$ cat config.mk
export PLATFORM = sky130hd
export DESIGN_NAME = rv_core
export DESIGN_NICKNAME = d
export VERILOG_FILES = /design/src/hdl/rv_pkg.sv /design/src/hdl/idu.sv /design/src/hdl/regfile.sv /design/src/hdl/exu.sv /design/src/hdl/pc_reg.sv /design/src/hdl/rv_core.sv
export SDC_FILE = /design/constraint.sdc
export NUM_CORES = 2
export LEC_CHECK = 0
export BUFFER_PORTS_ARGS = -buffer_cell sky130_fd_sc_hd__buf_2
export CORE_MARGIN = 3
export CORE_UTILIZATION = 53
export DETAILED_ROUTE_END_ITERATION = 8
export GPL_TIMING_DRIVEN = 0
export PLACE_DENSITY_LB_ADDON = 0.1
export SLEW_MARGIN = 20
export SYNTH_ARGS = -nofsm -noshare
export SYNTH_HDL_FRONTEND = slang
export SYNTH_HIERARCHICAL = 1
export SYNTH_SLANG_ARGS = --single-unit
$ cat constraint.sdc
create_clock -name clk -period 7.75 [get_ports clk]
set_input_delay 0.775 -clock clk [delete_from_list [all_inputs] [get_ports clk]]
set_output_delay 0.775 -clock clk [all_outputs]
set_load 0.03 [all_outputs]
$ cat src/hdl/rv_pkg.sv
`default_nettype none

package rv_pkg;

    localparam int XLEN = 32;

    // Major opcodes of the supported RV32I instructions
    localparam logic [6:0] LUI   = 7'b0110111;
    localparam logic [6:0] AUIPC = 7'b0010111;
    localparam logic [6:0] JAL   = 7'b1101111;
    localparam logic [6:0] JALR  = 7'b1100111;
    localparam logic [6:0] I_ALU = 7'b0010011;
    localparam logic [6:0] R_ALU = 7'b0110011;

    // funct3 field of the ALU groups
    localparam logic [2:0] F3_ADD_SUB = 3'b000;
    localparam logic [2:0] F3_SLL     = 3'b001;
    localparam logic [2:0] F3_SLT     = 3'b010;
    localparam logic [2:0] F3_SLTU    = 3'b011;
    localparam logic [2:0] F3_XOR     = 3'b100;
    localparam logic [2:0] F3_SR      = 3'b101; // SRL or SRA as selected by inst[30]
    localparam logic [2:0] F3_OR      = 3'b110;
    localparam logic [2:0] F3_AND     = 3'b111;

    typedef enum logic [3:0] {
        ADD   = 4'd0,
        SUB   = 4'd1,
        SLL   = 4'd2,
        SLT   = 4'd3,
        SLTU  = 4'd4,
        XOR   = 4'd5,
        SRL   = 4'd6,
        SRA   = 4'd7,
        OR    = 4'd8,
        AND   = 4'd9,
        PASS2 = 4'd10 // Forwards operand 2 for LUI
    } alu_op_e;

    // Decoded instruction handed from decode to execute
    typedef struct packed {
        logic [XLEN-1:0] src1;
        logic [XLEN-1:0] src2;
        logic [XLEN-1:0] imm;  // Kept apart from src2 for the jump target
        alu_op_e         alu_op;
        logic [4:0]      rd;
        logic            wen;
        logic            jump;
        logic            jalr;
    } dec_t;

    // Register writeback record
    typedef struct packed {
        logic            wen;
        logic [4:0]      rd;
        logic [XLEN-1:0] data;
    } wb_t;

endpackage

`default_nettype wire

$ cat src/hdl/idu.sv
`timescale 1ns/100ps
`default_nettype none

module idu (
    input  logic [31:0]  inst,
    input  logic [31:0]  pc,
    input  logic [31:0]  rs1_data,
    input  logic [31:0]  rs2_data,
    output logic [4:0]   rs1_addr,
    output logic [4:0]   rs2_addr,
    output rv_pkg::dec_t dec
);
    logic [6:0]      opcode;
    logic [2:0]      funct3;
    logic            alt;      // inst[30] selects SUB and SRA
    logic [31:0]     imm;
    logic [1:0]      src1_sel;
    rv_pkg::alu_op_e alu_op;

    assign opcode   = inst[6:0];
    assign funct3   = inst[14:12];
    assign alt      = inst[30];
    assign rs1_addr = inst[19:15];
    assign rs2_addr = inst[24:20];

    // Sign-extended immediate per format
    always_comb begin
        case (opcode)
            rv_pkg::I_ALU, rv_pkg::JALR:
                imm = {{20{inst[31]}}, inst[31:20]};
            rv_pkg::JAL:
                imm = {{12{inst[31]}}, inst[19:12], inst[20], inst[30:21], 1'b0};
            rv_pkg::LUI, rv_pkg::AUIPC:
                imm = {inst[31:12], 12'b0};
            default:
                imm = 32'h0;
        endcase
    end

    always_comb begin
        case (opcode)
            rv_pkg::LUI:               src1_sel = 2'b00; // Zero
            rv_pkg::AUIPC, rv_pkg::JAL: src1_sel = 2'b01; // PC
            default:                   src1_sel = 2'b10; // rs1
        endcase
    end

    // The shift amount of SLLI, SRLI and SRAI sits in imm[4:0]
    always_comb begin
        case (opcode)
            rv_pkg::LUI: begin
                alu_op = rv_pkg::PASS2;
            end
            rv_pkg::I_ALU, rv_pkg::R_ALU: begin
                case (funct3)
                    rv_pkg::F3_ADD_SUB:
                        alu_op = (opcode == rv_pkg::R_ALU && alt) ? rv_pkg::SUB : rv_pkg::ADD;
                    rv_pkg::F3_SLL:  alu_op = rv_pkg::SLL;
                    rv_pkg::F3_SLT:  alu_op = rv_pkg::SLT;
                    rv_pkg::F3_SLTU: alu_op = rv_pkg::SLTU;
                    rv_pkg::F3_XOR:  alu_op = rv_pkg::XOR;
                    rv_pkg::F3_SR:   alu_op = alt ? rv_pkg::SRA : rv_pkg::SRL;
                    rv_pkg::F3_OR:   alu_op = rv_pkg::OR;
                    default:         alu_op = rv_pkg::AND;
                endcase
            end
            default: begin
                alu_op = rv_pkg::ADD; // AUIPC, JAL and JALR all add
            end
        endcase
    end

    always_comb begin
        dec.src1   = src1_sel[1] ? rs1_data : (src1_sel[0] ? pc : 32'h0);
        dec.src2   = (opcode == rv_pkg::R_ALU) ? rs2_data : imm;
        dec.imm    = imm;
        dec.alu_op = alu_op;
        dec.rd     = inst[11:7];
        dec.jump   = 1'b0;
        dec.jalr   = 1'b0;
        dec.wen    = 1'b0;
        case (opcode)
            rv_pkg::LUI, rv_pkg::AUIPC, rv_pkg::I_ALU, rv_pkg::R_ALU: begin
                dec.wen = 1'b1;
            end
            rv_pkg::JAL: begin
                dec.wen  = 1'b1;
                dec.jump = 1'b1;
            end
            rv_pkg::JALR: begin
                dec.wen  = 1'b1;
                dec.jump = 1'b1;
                dec.jalr = 1'b1;
            end
            default: begin
                dec.wen = 1'b0; // Unsupported opcodes retire as no-ops
            end
        endcase
    end

endmodule

`default_nettype wire

$ cat src/hdl/regfile.sv
`timescale 1ns/100ps
`default_nettype none

module regfile (
    input  logic         clk,
    input  logic         rst_n,
    input  logic [4:0]   rs1_addr,
    input  logic [4:0]   rs2_addr,
    input  rv_pkg::wb_t  wb,
    output logic [31:0]  rs1_data,
    output logic [31:0]  rs2_data
);
    // x0 has no storage and always reads as zero
    logic [31:0] regs [1:31];

    always_ff @(posedge clk) begin
        if (!rst_n) begin
            for (int i = 1; i < 32; i++) begin
                regs[i] <= 32'h0;
            end
        end else if (wb.wen && (wb.rd != 5'd0)) begin
            regs[wb.rd] <= wb.data;
        end
    end

    // Reads see the state before this cycle's write
    assign rs1_data = (rs1_addr == 5'd0) ? 32'h0 : regs[rs1_addr];
    assign rs2_data = (rs2_addr == 5'd0) ? 32'h0 : regs[rs2_addr];

endmodule

`default_nettype wire

$ cat src/hdl/exu.sv
`timescale 1ns/100ps
`default_nettype none

module exu (
    input  rv_pkg::dec_t dec,
    input  logic [31:0]  pc,
    output rv_pkg::wb_t  wb,
    output logic [31:0]  jump_target
);
    logic [4:0]  shamt;
    logic [31:0] alu_out;
    logic [31:0] target_sum;
    logic [31:0] link;

    assign shamt = dec.src2[4:0];

    always_comb begin
        case (dec.alu_op)
            rv_pkg::ADD:   alu_out = dec.src1 + dec.src2;
            rv_pkg::SUB:   alu_out = dec.src1 - dec.src2;
            rv_pkg::SLL:   alu_out = dec.src1 << shamt;
            rv_pkg::SLT:   alu_out = {31'b0, $signed(dec.src1) < $signed(dec.src2)};
            rv_pkg::SLTU:  alu_out = {31'b0, dec.src1 < dec.src2};
            rv_pkg::XOR:   alu_out = dec.src1 ^ dec.src2;
            rv_pkg::SRL:   alu_out = dec.src1 >> shamt;
            rv_pkg::SRA:   alu_out = 32'($signed(dec.src1) >>> shamt);
            rv_pkg::OR:    alu_out = dec.src1 | dec.src2;
            rv_pkg::AND:   alu_out = dec.src1 & dec.src2;
            rv_pkg::PASS2: alu_out = dec.src2;
            default:       alu_out = 32'h0;
        endcase
    end

    // JAL gets pc as src1 and JALR gets rs1
    assign target_sum  = dec.src1 + dec.imm;
    assign jump_target = dec.jalr ? {target_sum[31:1], 1'b0} : target_sum;

    assign link = pc + 32'd4;

    always_comb begin
        wb.wen  = dec.wen;
        wb.rd   = dec.rd;
        wb.data = dec.jump ? link : alu_out; // Jumps write the return address
    end

endmodule

`default_nettype wire

$ cat src/hdl/pc_reg.sv
`timescale 1ns/100ps
`default_nettype none

module pc_reg #(
    parameter logic [31:0] RESET_PC = 32'h0000_0000
) (
    input  logic        clk,
    input  logic        rst_n,
    input  logic        jump,
    input  logic [31:0] jump_target,
    output logic [31:0] pc
);
    logic [31:0] next_pc;

    assign next_pc = jump ? jump_target : pc + 32'd4;

    always_ff @(posedge clk) begin
        if (!rst_n) begin
            pc <= RESET_PC;
        end else begin
            pc <= next_pc; // One instruction retires every cycle
        end
    end

endmodule

`default_nettype wire

$ cat src/hdl/rv_core.sv
`timescale 1ns/100ps
`default_nettype none

module rv_core #(
    parameter logic [31:0] RESET_PC = 32'h0000_0000
) (
    input  logic        clk,
    input  logic        rst_n,
    input  logic [31:0] inst,  // Instruction memory data at pc in the same cycle
    output logic [31:0] pc,
    output rv_pkg::wb_t wb
);
    logic [4:0]   rs1_addr;
    logic [4:0]   rs2_addr;
    logic [31:0]  rs1_data;
    logic [31:0]  rs2_data;
    logic [31:0]  jump_target;
    rv_pkg::dec_t dec;

    pc_reg #(
        .RESET_PC    (RESET_PC)
    ) u_pc_reg (
        .clk         (clk),
        .rst_n       (rst_n),
        .jump        (dec.jump),
        .jump_target (jump_target),
        .pc          (pc)
    );

    idu u_idu (
        .inst        (inst),
        .pc          (pc),
        .rs1_data    (rs1_data),
        .rs2_data    (rs2_data),
        .rs1_addr    (rs1_addr),
        .rs2_addr    (rs2_addr),
        .dec         (dec)
    );

    regfile u_regfile (
        .clk         (clk),
        .rst_n       (rst_n),
        .rs1_addr    (rs1_addr),
        .rs2_addr    (rs2_addr),
        .wb          (wb),
        .rs1_data    (rs1_data),
        .rs2_data    (rs2_data)
    );

    exu u_exu (
        .dec         (dec),
        .pc          (pc),
        .wb          (wb),
        .jump_target (jump_target)
    );

endmodule

`default_nettype wire

## Word level (Yosys, flattened, before mapping)

Memory sizes are Yosys's and may differ from the RTL's.
Cells that the tools add are included.

- Register bits: 32
- Latch bits: 0
- RAM bits: 992
- ROM bits: 0
- Output and inout bits: 70
- Word-level logic and storage cells: 75
- Memories: 1

- Add/sub/neg operators: 4
- Multipliers: 0
- Div/mod/pow operators: 0
- Magnitude comparators: 2
- Equal/unequal tests: 22
- Shift operators: 3
- Muxes and demuxes: 25
- Bitwise gates (word level): 3
- Reductions and logical operators: 14

Memories:

| name | depth | bits a word | rd ports | clocked after Yosys merged registers in | write ports | RTL line | RTL |
|---|---|---|---|---|---|---|---|
| u_regfile.regs | 31 | 32 | 2 | 0 | 31 | regfile.sv:14 | `logic [31:0] regs [1:31];` |

Operators by type and width:

| kind | count |
|---|---|
| 32-bit case mux with 11 select lines | 1 |
| 32-bit 2-to-1 mux | 8 |
| 32-bit case mux with 3 select lines | 1 |
| 32-bit adder | 2 |
| 32-bit < comparator | 2 |
| 32-bit by 3-bit adder with 32-bit output, second input constant | 1 |
| 32-bit AND | 1 |
| 32-bit bitwise OR | 1 |
| 32-bit OR reduction | 1 |
| 32-bit by 5-bit << shifter with 32-bit output | 1 |
| 32-bit by 5-bit >> shifter with 32-bit output | 1 |
| 32-bit by 5-bit >>> shifter with 32-bit output | 1 |
| 32-bit subtractor | 1 |
| 32-bit XOR | 1 |
| 4-bit case mux with 7 select lines | 1 |
| 4-bit by 3-bit equality test with 1-bit output, second input constant | 4 |
| 7-bit by 5-bit equality test with 1-bit output, second input constant | 2 |
| 7-bit by 6-bit equality test with 1-bit output, second input constant | 2 |
| 7-bit equality test, second input constant | 2 |
| 4-bit equality test, second input constant | 3 |
| 1-bit 2-to-1 mux | 11 |
| 5-bit zero test | 2 |
| 2-bit OR reduction | 5 |
| 3-bit equality test, second input constant | 3 |
| other kinds (12) | 15 |

## Depth between registers and ports, before layout

- Depth after elaboration: 9
- Mapped depth: 27

## By module

The synthesis kept the hierarchy.

By module, submodules not included:

| module | instances | cells each | area an instance (µm²) |
|---|---|---|---|
| regfile | 1 | 3,505 | 54,214.5 |
| exu | 1 | 1,732 | 11,463.5 |
| pc_reg | 1 | 215 | 1,752.9 |
| idu | 1 | 192 | 1,255.0 |

## Worst setup path before layout

Ideal clock, no wire load.

- Kind: input to output
- Start point: input port inst[20]
- End point: output port wb[31] in the netlist's numbering
- Arrival: 6.586 ns
- Data required time: 6.975 ns
- Slack: 0.389 ns
- Stages: 23
- Buffers on the path: 8
- Cells stage by stage: buf_4 > clkbuf_1 > buf_6 > buf_6 > buf_6 > mux4_2 > a2111oi_0 > nor3_1 > a22o_1 > clkbuf_1 > inv_2 > buf_2 > buf_1 > ha_1 > nor2_1 > a2111oi_4 > o31a_1 > a21oi_1 > o41ai_2 > a311o_1 > o2bb2ai_1 > xnor2_1 > o311ai_1

RTL lines:

| what | RTL line | RTL |
|---|---|---|
| start, declared | rv_core.sv:9 | `input logic [31:0] inst,` |
| end, declared | rv_core.sv:11 | `output rv_pkg::wb_t wb` |

==> flow_metrics.py <==
metrics = {
    "cts": {
        "cts.root.buffer_cell": "clkbuf_16",
        "cts_tree": "built",
        "clk_pin_slew_worst_paths_ns": 0.06,
        "clk_latency_ns": 0.78,
        "clock_path_buffers": 3,
        "cts_htree_levels": 3,
        "cts_buffers": 114,
        "clock_sinks": 1056,
    },
    "global_routing": {
        "overflow": 0,
        "grt_first_pass_wirelength_mm": 458.5,
        "grt_max_degree": 20,
        "grt_pass1_vias": 55300,
        "grt_util_all_layers_pct": 49.85,
        "antenna_found_initial": 39,
    },
    "power_and_ir_drop": {
        "irDropWorstVdd_mv": 0.2279,
        "pwr-share-clk_pct": 34.2,
        "p_comb_share_pct": 24.9,
        "p_sw_uw": 5264,
        "netSwitchingFraction_pct": 32.69,
        "p_leak_uw": 0.02995,
        "power.density_mw_per_mm2": 198.8,
        "internal_power_uw": 10840,
        "seqPwrFrac_pct": 41.0,
    },
    "route": {
        "post_drt_wl_per_cell_um": 43.39,
        "drc_errors": 0,
        "wirelength_mm": 341.3,
        "via_per_inst": 7.493,
        "drtPass1Iterations": 7,
        "drtIter0Drc": 11180,
        "antenna_left": 0,
        "vias": 58940,
    },
    "synth": {
        "seq_area_frac_synth_pct": 45.70,
        "yosysUniqueCellTypes": 97,
        "synth-edff-count": 1024,
        "syn_avg_cell_area_sq_um": 12.17,
        "yosys_warnings": 6,
        "synth_area_leaders": "edfxtp_1 (45%), mux4_2 (16%), and2_1 (9.3%), mux2i_1 (3.1%), ha_1 (2.5%)",
        "async_reset_ff_share_pct": 0,
        "ys.flop_type": "edfxtp_1",
        "ys_ff_latch": 1056,
        "syn_area_sq_mm": 0.06869,
        "synthCells": 5644,
        "synth_top_area_cell": "edfxtp_1",
        "synth_top_area_share_pct": 44.77,
    },
    "final_layout": {
        "multiInputGateArea_sq_mm": 0.03673,
        "stdcell_area_sq_mm": 0.08098,
        "final_util_pct": 63.18,
        "final_nets": 6197,
        "ff_latch_area_sq_mm": 0.03139,
        "syn_to_final_growth_pct": 17.90,
        "largest_reg_flops": 1024,
        "drive_gt1_share_pct": 25.11,
        "layout.filler_cells": 9891,
    },
    "floorplan": {
        "dieArea_sq_mm": 0.1340,
        "initial_core_util_pct": 53.59,
        "ios": 104,
        "core_area_sq_mm": 0.1282,
        "rows": 131,
        "die_w_um": 366.0,
        "dieHeight_um": 366.0,
    },
    "timing": {
        "setup_viol": 26,
        "fin_ws_ns": -0.2411,
        "fmax_mhz": 125.1,
        "period_minus_slack_ns": 7.991,
        "worst_pin_slew_ns": 1.466,
        "hold_violations": 0,
        "max-slew-margin-rel_pct": 2.287,
        "finClkSkew_ns": 0.09159,
        "timing.final.crit_share_pct": 103.1,
        "slew_viol_final": 0,
        "rsz0062_at_grt": "true",
    },
    "critical_path": {
        "cp.depth": 20,
        "end_kind": "primary output",
        "cp_top_family": "compound AO/OA/AOI/OAI gates",
        "max_stage_delay_ns": 0.65,
        "worstPathMaxFanout": 10,
        "rr_worst_depth": 23,
        "worstSetupPathType": "input pin to primary output",
        "crit_chain": "buf_4, buf_4, buf_2, clkbuf_2, mux4_2, mux4_2, o22ai_1, nor3_1, a22o_2, mux2_2, mux2i_1, nand2_1, o21ai_0, o22ai_1, a22oi_1, o21ai_0, a21oi_1, o22ai_2, buf_6, buf_2",
        "cp.arrival_ns": 7.22,
        "cpMaxStageDelayCell": "mux4_2",
        "path_buf_inv": 6,
        "cp.required_ns": 6.97,
        "start_kind": "input pin",
    },
    "min_path": {
        "hold_class": "input pin to register",
        "min_path_cells": 3,
    },
    "placement": {
        "place.gp.congestion": 1.080,
        "portBuffers": 95,
        "place_area_sq_mm": 0.07408,
        "dp_hpwl_mm": 252.9,
    },
    "outcome": {
        "status": "finished with violations",
        "violations": "setup timing",
    },
    "job": {
        "drv_cap": 0,
    },
}
Yosys cell counts, types with 11 or more instances:
library cell	number
a31oi_1	24
mux4_2	503
clkbuf_1	380
mux2_2	49
inv_1	120
or3_1	18
a221oi_1	25
a21oi_1	204
xnor2_1	44
xor2_1	29
dfxtp_1	32
a211oi_1	32
buf_6	27
o2111ai_1	11
ha_1	137
o31ai_1	16
o221ai_1	13
nand4_1	25
a21o_1	43
edfxtp_1	1024
o22ai_1	129
o21bai_1	14
buf_4	62
and3_1	27
nor3_1	100
nor2_1	244
buf_1	33
nand3_1	79
a2111oi_0	21
a22oi_1	37
buf_2	61
nor4_1	25
nor2b_1	44
o21ai_0	181
o211ai_1	29
mux2i_1	214
a22o_1	101
nand2b_1	18
and2_1	1019
a221o_1	17
a2111oi_1	42
nand2_1	213
worst min-delay path: cells and delay by family:
kind / cells / cell delay (ns)
AND/OR/NAND/NOR: 1 / 0.06
AO/OA/AOI/OAI: 1 / 0.13
buffers and inverters: 1 / 0.23
metrics by stage:
step | setup TNS, ns | setup WS (ns) | std cells | total power [uW] | hold slack [ns]
floorplan | 0 | 0.3891 | 5675 | 8460 | 0.6607
global placement | -5677.58 | -5.637 | 7499 | 9991 | 0.6597
detailed placement | -2542.33 | -3.446 | 7597 | 10170 | 0.6888
CTS | -0.1073 | -0.03467 | 7816 | 15730 | 0.5335
global route | -0.2941 | -0.1523 | 7843 | 16330 | 0.5812
finish | -2.849 | -0.2411 | 7867 | 16100 | 0.5497
power groups by stage:
| stage | clock [uW] | sequential [uW] | combinational [uW] |
|---|---|---|---|
| 2_1_floorplan | 0 | 6670 | 1790 |
| 3_3_place_gp | 0 | 6750 | 3250 |
| 3_5_place_dp | 0 | 6710 | 3460 |
| 4_1_cts | 5480 | 6590 | 3660 |
| 5_1_grt | 5730 | 6610 | 3990 |
| 6_report | 5500 | 6600 | 4000 |
path summary, 6_finish.rpt:
check | startpoint | endpoint | slack, ns
setup / recovery | inst[17] | wb[11] | -0.24
setup reg to reg | u_regfile/regs[15][1] | u_regfile/regs[18][31] | 0.88
hold reg to reg | u_pc_reg/pc[0] | u_pc_reg/pc[0] | 0.71
hold / removal | rst_n | u_pc_reg/pc[26] | 0.55
routing by layer:
| layer | global-route usage (%) | vias to the layer above | part of all wire, % |
|---|---|---|---|
| met5 | 0 | - | 0.071 |
| li1 | - | 22420 | - |
| met3 | 20.19 | 1517 | 15 |
| met2 | 70.81 | 5796 | 41 |
| met4 | 38.75 | 25 | 10 |
| met1 | 60.34 | 29190 | 33 |
cell type report:
| cell class | instances | area share (%) |
|---|---|---|
| multi-input combinational | 3931 | 45.35 |
| clock buffer | 127 | 3.609 |
| clock inverter | 78 | 0.9842 |
| inverter | 124 | 0.5949 |
| antenna | 26 | 0.08034 |
| sequential | 1056 | 38.76 |
| tap | 1729 | 2.671 |
| buffer | 548 | 4.323 |
| timing repair buffer | 248 | 3.622 |
layout by cell type, fill, tap and decap left out, types with 29 or more instances in the layout:
cell and n:
buf_6 48, nor2b_1 43, buf_8 35, o21ai_0 137, a22o_1 62, dfxtp_1 32
nand3_1 77, a21o_1 43, o22ai_1 91, a2111oi_4 30, o211ai_1 29, and2_1 1019
buf_2 127, clkbuf_1 293, a21oi_1 190, conb_1 32, buf_4 120, edfxtp_1 1024
o21ai_4 31, nand2_1 212, xnor2_1 43, clkbuf_16 117, nor2_1 239, o22ai_2 30
clkbuf_2 51, mux4_2 503, a22oi_1 36, inv_1 116, mux2_2 49, nor3_1 71
buf_16 58, mux2i_1 208, xor2_1 29, ha_1 129
repair_timing:
action,CTS,global route
gates resized for setup,442,222
hold buffers,0,0
endpoints found under the setup margin,1034,38
setup buffers,27,27
hold endpoints to repair,0,0
gates cloned,0,1
pin swaps,16,33
cell families (layout without fill, tap and decap cells):
family	Yosys count	count (layout)	synth area share, %
xor gates and xnor gates	73	73	0.9308
muxes	766	766	20.41
AOI/OAI and AO/OA	1051	1051	10.59
and+or+nand+nor	1869	1869	15.24
DFF	1056	1056	45.70
buffers and inverters	688	1125	4.529
other	1	58	0.005460
adders and majority gates	140	140	2.583
Power figures use the tool's default switching activity.
